## src/hdl/cache_pkg.sv

```systemverilog
package cache_pkg;

  // address split: low bits pick the line, the rest is the tag
  localparam int addr_bits   = 10;
  localparam int index_bits  = 3;
  localparam int tag_bits    = addr_bits - index_bits;
  localparam int data_bits   = 32;
  localparam int num_lines   = 2 ** index_bits;

  // edges from a sampled memory request to its ack
  localparam int mem_latency = 3;

  typedef logic [addr_bits-1:0]  addr_t;
  typedef logic [index_bits-1:0] index_t;
  typedef logic [tag_bits-1:0]   tag_t;
  typedef logic [data_bits-1:0]  data_t;

  // requester side
  typedef struct packed {
    logic  write;
    addr_t addr;
    data_t wdata;
  } cpu_req_t;

  typedef struct packed {
    data_t rdata;
    logic  hit;
  } cpu_rsp_t;

  // memory side
  typedef struct packed {
    logic  write;
    addr_t addr;
    data_t wdata;
  } mem_req_t;

endpackage

```

## src/hdl/line_array.sv

```systemverilog
module line_array (
  input  logic             clk,
  input  logic             arst_n,
  input  cache_pkg::addr_t lookup_addr,
  input  logic             fill,
  input  cache_pkg::data_t fill_data,
  output logic             lookup_hit,
  output cache_pkg::data_t lookup_data
);
  import cache_pkg::*;

  index_t               index;
  tag_t                 tag;
  logic [num_lines-1:0] line_we;
  logic [num_lines-1:0] line_valid;
  tag_t                 line_tag  [num_lines];
  data_t                line_data [num_lines];

  assign index = lookup_addr[index_bits-1:0];
  assign tag   = lookup_addr[addr_bits-1:index_bits];

  // one write enable per line
  always_comb begin
    line_we        = '0;
    line_we[index] = fill;
  end

  // valid bits are the only state that needs clearing
  always_ff @(posedge clk or negedge arst_n) begin
    if (!arst_n) begin
      line_valid <= '0;
    end else begin
      for (int i = 0; i < num_lines; i++) begin
        if (line_we[i]) begin
          line_valid[i] <= 1'b1;
        end
      end
    end
  end

  // tag and data storage
  always_ff @(posedge clk) begin
    for (int i = 0; i < num_lines; i++) begin
      if (line_we[i]) begin
        line_tag[i]  <= tag;
        line_data[i] <= fill_data;
      end
    end
  end

  // zero-cycle lookup on the selected line
  assign lookup_hit  = line_valid[index] && (line_tag[index] == tag);
  assign lookup_data = line_data[index];

endmodule

```

## config.mk

```make
export PLATFORM = sky130hd
export DESIGN_NAME = line_array
export DESIGN_NICKNAME = d
export VERILOG_FILES = /design/src/hdl/cache_pkg.sv /design/src/hdl/line_array.sv
export SDC_FILE = /design/constraint.sdc
export NUM_CORES = 1
export LEC_CHECK = 0
export ABC_AREA = 1
export BUFFER_PORTS_ARGS = -buffer_cell sky130_fd_sc_hd__buf_2
export CELL_PAD_IN_SITES_DETAIL_PLACEMENT = 0
export CELL_PAD_IN_SITES_GLOBAL_PLACEMENT = 2
export CORE_ASPECT_RATIO = 0.8
export CORE_MARGIN = 1.5
export CORE_UTILIZATION = 35
export CTS_BUF_LIST = sky130_fd_sc_hd__clkbuf_16
export DETAILED_ROUTE_END_ITERATION = 7
export PLACE_DENSITY = 0.66
export SYNTH_ARGS = -nofsm -noshare
export SYNTH_HDL_FRONTEND = slang
export SYNTH_SLANG_ARGS = --single-unit
```

## constraint.sdc

```tcl
create_clock -name clk -period 2.7 [get_ports clk]
set_input_delay 0.81 -clock clk [delete_from_list [all_inputs] [get_ports clk]]
set_output_delay 0.81 -clock clk [all_outputs]
set_load 0.02 [all_outputs]
```

==> impl_metrics.yaml <==
worst_setup_path:
  start_kind: "input pin"
  cp-endpoint: "lookup_hit"
  cp-end-kind: "output pin"
  required_ps: 1890
  r2r_end: "line_valid[2]"
  ff2ff_path_depth: 1
  rrSetupSlack_ps: 1920
  crit_start: "lookup_addr[0]"
  worstSetupPathType: "input pin to output pin"
  cp.arrival_ps: 2090
  crit_fanout: 7
  reg2reg_from: "line_valid[2]"
synthesis:
  yosysUniqueCellTypes: 27
  synthTopCellsByCount: "312 x edfxtp_1, 244 x nor2_1, 129 x o21ai_0"
  yosys_register_bits: 320
  syn-num-nets: 1029
  yosysTopAreaCell: "edfxtp_1"
  ys_top_cells_by_area: "edfxtp_1 75%, nor2_1 7.3%, o21ai_0 5.1%, nand2_1 2.8%, o2111ai_1 2.2%"
  avgSynthCellArea_um2: 12.7
  yosysMostFrequentCell: "edfxtp_1"
  yosysTopAreaCellShare_pct: 74.7
  synthArstFlopShare_pct: 2.50
  ys_seq_area_share_pct: 76.3
  syn_area_um2: 12500
  netlist_instances: 984
  synth_edf_count: 312
  yosysWarnings: 0
  synth-main-ff-cell: "edfxtp_1"
cts:
  clock-root-buffer: "clkbuf_16"
  numCtsBuffers: 35
  cts_hold_buf: 0
  htreeDepth: 2
  clk_latency_ps: 520
  cts_tree: "yes"
  cts_sinks: 320
  path_clk_slew_ps: 60
  clk_path_buf_depth: 3
finish:
  fin_util_pct: 47.3
  antenna-diode-count: 0
  drive_gt1_share_pct: 30.1
  areaGrowthSynthToFinish_pct: 32.2
  layout.nets: 1192
  stdcell_count: 1643
  nFillCells: 3123
  multi_input_area_um2: 3030
  regArea_um2: 9570
sta:
  finalHoldWorstSlack_ps: 136
  slew_violations: 0
  finalClockSkew_ps: 0
  min_period_ps: 2900
  tightestPinTransition_ps: 333
  slew_headroom_pct: 77.8
  final.setup.tns_ps: -3220
  fin_ws_ps: -204
  hold_viol: 0
  fmax_ghz: 0.344
  period_share_pct: 108
  finalSetupViolations: 33
  rsz0062_at_grt: "true"
route:
  drt-initial-drc-count: 472
  wirelength_mm: 33.2
  via_per_inst: 4.84
  wire_per_inst_um: 20.2
  firstDrtPassIters: 4
  ant_nets: 0
  drc: 0
  vias: 7952
floorplan:
  die_width_um: 215
  initial_utilization_pct: 35.8
  die_h_um: 172
  rows: 61
  top_level_ports: 78
  core_um2: 35000
  die_area_um2: 37000
power_and_ir_drop:
  power_density_nw_per_um2: 675
  internal-power_mw: 8.62
  max-vdd-ir-drop_v: 0.000499
  p_comb_share_pct: 9.6
  swShare_pct: 23.0
  power.switching_mw: 2.57
  leakagePower_nw: 6.07
  clock_power_share_pct: 39.9
  pwr-share-seq_pct: 50.5
placement:
  gp_congestion: 0.724
  dp_cells: 1555
  hpwl_mm: 17.7
  io_buffers: 77
  preCtsSetupSlack_ps: -445
hold_path:
  hold_class: "input pin to asynchronous set/reset pin"
grt:
  grt_max_degree: 63
  antenna_found_initial: 1
  grt_pass1_wl_mm: 49.3
  grt.total_usage_pct: 17.9
  grt_pass1_vias: 7752
  grt_overflow: 0
status:
  violations: "setup timing"
  run_status: "finished with violations"
run:
  maxCapViolations: 0
power groups by stage:
stage | clock [mW] | combinational [mW] | sequential, mW
final | 4.47 | 1.07 | 5.65
after global routing | 4.78 | 1.16 | 5.66
after CTS | 4.60 | 0.987 | 5.65
after detailed placement | 0 | 0.819 | 5.75
after global placement | 0 | 0.817 | 5.75
after floorplan | 0 | 0.403 | 5.75
worst min-delay path by stage:
stage                              from            end  slack [ps]  depth (start not counted)
after CTS                        arst_n  line_valid[1]         120                          1
after global routing             arst_n  line_valid[7]         130                          1
after detailed placement  line_valid[5]  line_valid[5]         450                          2
after global placement    line_valid[1]  line_valid[1]         440                          2
after floorplan           line_valid[0]  line_valid[0]         430                          2
final                            arst_n  line_valid[5]         140                          1
stage by stage:
step                      cell area [µm²]  power [mW]
after floorplan                     12600        6.15
after global placement              14200        6.56
after detailed placement            14200        6.57
after CTS                           16100        11.2
after global routing                16600        11.6
final                               16600        11.2
cells in the final DEF, fill, tap and decap left out, types with 2 or more instances in the layout:
cell type and n:
bufinv_16 2, clkbuf_16 38, nand3_2 6, buf_2 42, inv_6 4, o21bai_1 4
nor2_4 30, nand2_1 86, inv_4 2, buf_6 31, clkinv_2 9, nor2_1 181
nand3b_1 2, clkinv_4 4, buf_16 10, clkinv_1 7, o2111ai_2 21, inv_1 62
o2111ai_1 10, dfrtp_1 8, nand2_2 9, o211ai_1 2, o21ai_0 54, buf_4 53
o21ai_1 65, buf_12 34, buf_8 2, edfxtp_1 312, nand3_1 22, nor2_2 34
o21ai_2 14, or2_2 2
state kept, by name, summed over array words and instances, names as in the netlist:
name,flops
line_valid,8
line_tag,56
line_data,256
metal layers:
metal  up-vias  share of wire [%]  wire length, µm  global-route usage, %
li1       3814                  -                -                      -
met1      3950                 48            16100                   25.4
met2       147                 46            15400                   29.2
met3        39                3.8             1270                   2.88
met4         2                1.5              488                   3.92
met5         -              0.030               10                      0
critical path: stages:
cell and delay, ps:
buf_12 120, buf_12 150, buf_16 120, nand2_1 70, nand3_2 70, nand2_2 60
o21bai_1 160, nand2_2 80, nor2_1 100, nand2_1 70, nor2_2 130, buf_6 130
logic make-up (layout without fill, tap and decap cells):
group	Yosys count	count (layout)	synth area share, %
AOI/OAI and AO/OA	174	174	8.05
buffers and inverters	116	303	4.05
DFF	320	320	76.3
and+or+nand+nor	374	374	11.6
timing repair:
item | 4_1_cts | 5_1_grt
pin swaps | 27 | 49
setup endpoints to repair | 33 | 33
resized for setup | 152 | 172
setup buffers | 9 | 7
gates cloned | 10 | 4
layout make-up:
class	instances	share of cell area [%]
Clock inverter	26	1.12
Multi-Input combinational cell	548	18.3
Clock buffer	35	5.28
Inverter	66	1.72
Tap cell	472	3.56
Timing Repair Buffer	176	12.4
Sequential cell	320	57.7
Note: power is estimated with default switching activity, not from simulation.
