===== src/hdl/cache_pkg.sv =====
package cache_pkg;

  // address split: low bits pick the line, the rest is the tag
  localparam int addr_bits   = 10;
  localparam int index_bits  = 3;
  localparam int tag_bits    = addr_bits - index_bits;
  localparam int data_bits   = 32;
  localparam int num_lines   = 2 ** index_bits;

  // edges from a sampled memory request to its ack
  localparam int mem_latency = 3;

  typedef logic [addr_bits-1:0]  addr_t;
  typedef logic [index_bits-1:0] index_t;
  typedef logic [tag_bits-1:0]   tag_t;
  typedef logic [data_bits-1:0]  data_t;

  // requester side
  typedef struct packed {
    logic  write;
    addr_t addr;
    data_t wdata;
  } cpu_req_t;

  typedef struct packed {
    data_t rdata;
    logic  hit;
  } cpu_rsp_t;

  // memory side
  typedef struct packed {
    logic  write;
    addr_t addr;
    data_t wdata;
  } mem_req_t;

endpackage


===== src/hdl/cache_ctrl.sv =====
module cache_ctrl (
  input  logic                clk,
  input  logic                arst_n,
  input  logic                cpu_req_valid,
  input  cache_pkg::cpu_req_t cpu_req,
  output logic                cpu_ack,
  output cache_pkg::cpu_rsp_t cpu_rsp,
  output cache_pkg::addr_t    lookup_addr,
  output logic                fill,
  output cache_pkg::data_t    fill_data,
  input  logic                lookup_hit,
  input  cache_pkg::data_t    lookup_data,
  output logic                mem_req_valid,
  output cache_pkg::mem_req_t mem_req,
  input  logic                mem_ack,
  input  cache_pkg::data_t    mem_rdata
);
  import cache_pkg::*;

  typedef enum logic [2:0] {
    st_idle,
    st_lookup,
    st_mem_req,
    st_mem_release,
    st_respond,
    st_release
  } ctrl_state_t;

  ctrl_state_t state;
  logic        fill_q;

  // request and response payload
  cpu_req_t    req_q;
  data_t       data_q;
  logic        hit_q;

  always_ff @(posedge clk or negedge arst_n) begin
    if (!arst_n) begin
      state  <= st_idle;
      fill_q <= 1'b0;
    end else begin
      fill_q <= 1'b0;
      case (state)
        st_idle: begin
          if (cpu_req_valid) begin
            state <= st_lookup;
          end
        end
        st_lookup: begin
          // only a read hit skips the memory
          if (!req_q.write && lookup_hit) begin
            state <= st_respond;
          end else begin
            state <= st_mem_req;
          end
        end
        st_mem_req: begin
          if (mem_ack) begin
            state <= st_mem_release;
          end
        end
        st_mem_release: begin
          // memory handshake done, write the line once
          if (!mem_ack) begin
            fill_q <= 1'b1;
            state  <= st_respond;
          end
        end
        st_respond: begin
          if (!cpu_req_valid) begin
            state <= st_idle;
          end else begin
            state <= st_release;
          end
        end
        st_release: begin
          // hold ack until the requester lets go
          if (!cpu_req_valid) begin
            state <= st_idle;
          end
        end
        default: begin
          state <= st_idle;
        end
      endcase
    end
  end

  always_ff @(posedge clk) begin
    case (state)
      st_idle: begin
        if (cpu_req_valid) begin
          req_q <= cpu_req;
        end
      end
      st_lookup: begin
        // hit reflects the line before any fill
        hit_q  <= lookup_hit;
        data_q <= lookup_data;
      end
      st_mem_req: begin
        if (mem_ack) begin
          data_q <= req_q.write ? req_q.wdata : mem_rdata;
        end
      end
      default: begin
      end
    endcase
  end

  // line array side
  assign lookup_addr = req_q.addr;
  assign fill        = fill_q;
  assign fill_data   = data_q;

  // requester side
  assign cpu_ack       = (state == st_respond) || (state == st_release);
  assign cpu_rsp.rdata = data_q;
  assign cpu_rsp.hit   = hit_q;

  // memory side, payload held from the registered request
  assign mem_req_valid = (state == st_mem_req);
  assign mem_req.write = req_q.write;
  assign mem_req.addr  = req_q.addr;
  assign mem_req.wdata = req_q.wdata;

endmodule


===== config.mk =====
export PLATFORM = sky130hd
export DESIGN_NAME = cache_ctrl
export DESIGN_NICKNAME = d
export VERILOG_FILES = /design/src/hdl/cache_pkg.sv /design/src/hdl/cache_ctrl.sv
export SDC_FILE = /design/constraint.sdc
export NUM_CORES = 1
export LEC_CHECK = 0
export BUFFER_PORTS_ARGS = -buffer_cell sky130_fd_sc_hd__buf_4
export CORE_MARGIN = 4
export CORE_UTILIZATION = 42
export CTS_CLUSTER_DIAMETER = 50
export DETAILED_ROUTE_END_ITERATION = 10
export HOLD_SLACK_MARGIN = 0.03
export PLACE_DENSITY = 0.8
export SLEW_MARGIN = 10
export SYNTH_ARGS = -nofsm -noshare
export SYNTH_HDL_FRONTEND = slang
export SYNTH_SLANG_ARGS = --single-unit

===== constraint.sdc =====
create_clock -name clk -period 5.51 [get_ports clk]
set_input_delay 0 -clock clk [delete_from_list [all_inputs] [get_ports clk]]
set_output_delay 0 -clock clk [all_outputs]
set_load 0.02 [all_outputs]

==> metrics.md <==
| Metric | Value |
|---|---|
| Min-Delay Endpoint | fill_data[20]$_DFFE_PP_ |
| Clk slew on worst S/H paths | 80 ps |
| Die width | 99.7 µm |
| DRT Pass-1 Iters | 4 |
| Post-synth EDFFs | 76 |
| Worst setup margin | 2960 ps |
| Yosys reg bits | 80 |
| Post-synth top cells | 76 x edfxtp_1, 46 x buf_4, 32 x mux2i_1, 32 x nor2_1, 26 x a21oi_1 |
| WP data arrival | 2570 ps |
| R2R depth | 4 |
| Total Power | 3.01 mW |
| Ports | 233 |
| CTS Buffer Depth | 2 |
| GRT Resource Usage Total | 0.220 |
| Status | completed |
| TritonCTS Sinks | 80 |
| Via count | 2964 |
| Critical path required time | 5520 ps |
| Worst setup EP type | flop |
| Synth top area cells | edfxtp_1 65%, buf_4 9.8%, mux2i_1 9.1%, a21oi_1 3.7%, nor2_1 3.4% |
| Worst setup SP type | flop |
| Reg2reg start | state[2]$_DFFE_PN0P_ |
| Cell count after synthesis | 249 |
| Vias in the first global route | 3265 |
| CTS buffer count | 9 |
| CTS tree | done |
| Top-area cell type share of the netlist area | 0.647 |
| Commonest register cell after synthesis | edfxtp_1 |
| Post-Syn Area per Cell | 14.2 µm² |
| Die ar. | 9930 µm² |
| Final Max Tran Viols | 0 |
| RSZ-0062 raised after global routing | false |
| P_leak | 2.69 nW |
| Critical R2R Capture | fill_data[10]$_DFFE_PP_ |
| Distinct cells, synth | 21 |
| Least-Margin Pin Slew | 672 ps |
| Final Skew | 10.8 ps |
| Via-per-instance ratio | 4.69 |
| Antenna viol nets, final | 0 |
| Port buffer count | 232 |
| Sequential fraction of the synthesis area | 0.675 |
| Starting Density | 0.432 |
| Synth-to-Final Area Change | 72.2% |
| Iteration-0 DRC Markers | 98 |
| Gpl congestion | 0.759 |
| R2R Setup Slk | 2960 ps |
| Hold depth | 3 |
| Mapped Nets | 361 |
| Finished Layout Cells | 632 |
| Max-cap violations | 0 |
| Max IR drop VDD | 296 µV |
| # H-tree levels | 3 |
| Standard-cell row count | 33 |
| Total Wirelength | 11.2 mm |
| Initial antenna violation count | 1 |
| Pre-CTS WS | 2970 ps |
| Finished Cell Area | 6080 µm² |
| FFs w/ async S/R, synth | 0.0500 |
| Final setup viols | 0 |
| Post-layout net count | 633 |
| DP HPWL | 7.35 mm |
| Area leader, netlist | edfxtp_1 |
| Fmax | 392 MHz |
| GRT overflow | 0 |
| Final min period | 2550 ps |
| Clock Latency Late Sink | 330 ps |
| TNS Setup | 0 ps |
| Setup Crit Path Kind | flop to flop |
| Crit Path Max Fanout | 66 |
| Largest net degree at the start of global routing | 67 |
| Area after DPL | 5050 µm² |
| Ys Warns | 0 |
| Share of cells above drive strength 1 | 0.494 |
| Placed cells | 536 |
| Remaining DRCs | 0 |
| Wire length per cell | 17.7 µm |
| Worst hold path class | input pin to flop |
| Post-Syn Area | 3530 µm² |
| Final Hold Fails | 0 |
| # Post-CTS Setup Buffers | 0 |
| Most frequent cell after synthesis | edfxtp_1 |
| First-pass GRT wire length | 16.7 mm |
| Period Utilization, post-route | 0.463 |
| Hold_sp | mem_rdata[20] |
| Rel. slew slack | 0.552 |
| Chip height | 99.7 µm |
| Core box area | 8180 µm² |
| Root Buffer Master | clkbuf_8 |
| Power density cells | 495 nW/µm² |
[worst max-delay path, cell delays in order, from the launching register on]
cell     delay [ps]
dfrtp_1         490
nor3b_4         200
buf_4           580
a21o_1          570
buf_4           380
[routing by layer]
layer,vias up,global-route usage,wire length [µm]
li1,1397,-,-
met1,1373,0.218,3750
met2,174,0.408,5950
met3,20,0.0813,1200
met4,0,0.0935,296
met5,-,0,0
[power breakdown]
| group | switching (mW) | total, mW | internal, mW |
|---|---|---|---|
| Combinational | 0.828 | 1.40 | 0.575 |
| Clock | 0.208 | 0.510 | 0.302 |
| Sequential | 0.138 | 1.10 | 0.960 |
| Total | 1.17 | 3.01 | 1.84 |
[worst max path at each step]
stage	cells after the start	endpoint	slack, ps	start
after floorplan	2	lookup_addr[0]$_DFFE_PP_	1490	state[1]$_DFFE_PN0P_
after global placement	4	fill_data[10]$_DFFE_PP_	3070	state[2]$_DFFE_PN0P_
after detailed placement	4	fill_data[9]$_DFFE_PP_	2970	state[2]$_DFFE_PN0P_
after CTS	4	fill_data[3]$_DFFE_PP_	2950	state[2]$_DFFE_PN0P_
after global routing	4	fill_data[10]$_DFFE_PP_	2760	state[2]$_DFFE_PN0P_
final	4	fill_data[10]$_DFFE_PP_	2960	state[2]$_DFFE_PN0P_
[cell families (layout without fill, tap and decap cells)]
| family | Yosys count | in the layout | share of synthesized area |
|---|---|---|---|
| flip-flops | 80 | 80 | 0.675 |
| buffers and inverters | 56 | 333 | 0.115 |
| AND/OR/NAND/NOR | 43 | 43 | 0.0553 |
| AO/OA/AOI/OAI | 38 | 38 | 0.0638 |
| multiplexers | 32 | 32 | 0.0907 |
| other | 0 | 1 | 0 |
[layout by cell type (no fill, tap or decap), drive strengths merged]
cell | Yosys | final
a21o | 1 | 1
a21oi | 33 | 33
and3b | 1 | 1
buf | 55 | 237
bufinv | 0 | 3
clkbuf | 0 | 11
clkinvlp | 0 | 2
dfrtp | 4 | 4
diode | 0 | 1
dlygate4sd3 | 0 | 79
edfxtp | 76 | 76
inv | 1 | 1
mux2i | 32 | 32
nand2 | 1 | 1
nand2b | 2 | 2
nand3b | 2 | 2
nor2 | 32 | 32
nor2b | 2 | 2
nor3 | 2 | 2
nor3b | 1 | 1
o21ai | 2 | 2
o21bai | 1 | 1
o31a | 1 | 1
[metrics by stage]
| step | hold slack, ps | util |
|---|---|---|
| after global placement | -204 | 0.618 |
| after global routing | 42.7 | 0.743 |
| after floorplan | -296 | - |
| after CTS | 30.1 | 0.742 |
| after detailed placement | -202 | 0.618 |
| final | 43.8 | 0.743 |
[area by class of cell]
cell class	instances	area [µm²]
Tap cell	105	131
Timing Repair Buffer	316	2570
Antenna cell	1	2.50
Clock buffer	11	131
Sequential cell	80	2380
Fill cell	507	2100
Multi-Input combinational cell	113	752
Clock inverter	5	105
Inverter	1	3.75
[sequential cells by signal, indices dropped and copies added (netlist names)]
| signal | cells |
|---|---|
| state | 3 |
| fill | 1 |
| hit_q | 1 |
| fill_data | 32 |
| mem_req | 33 |
| lookup_addr | 10 |
[repair_timing]
item / in CTS / in global routing
hold buffers: 78 / 1
hold endpoints to repair: 81 / 1
gates resized for setup: 0 / 0
No activity file was read; power rests on OpenSTA's default activity.
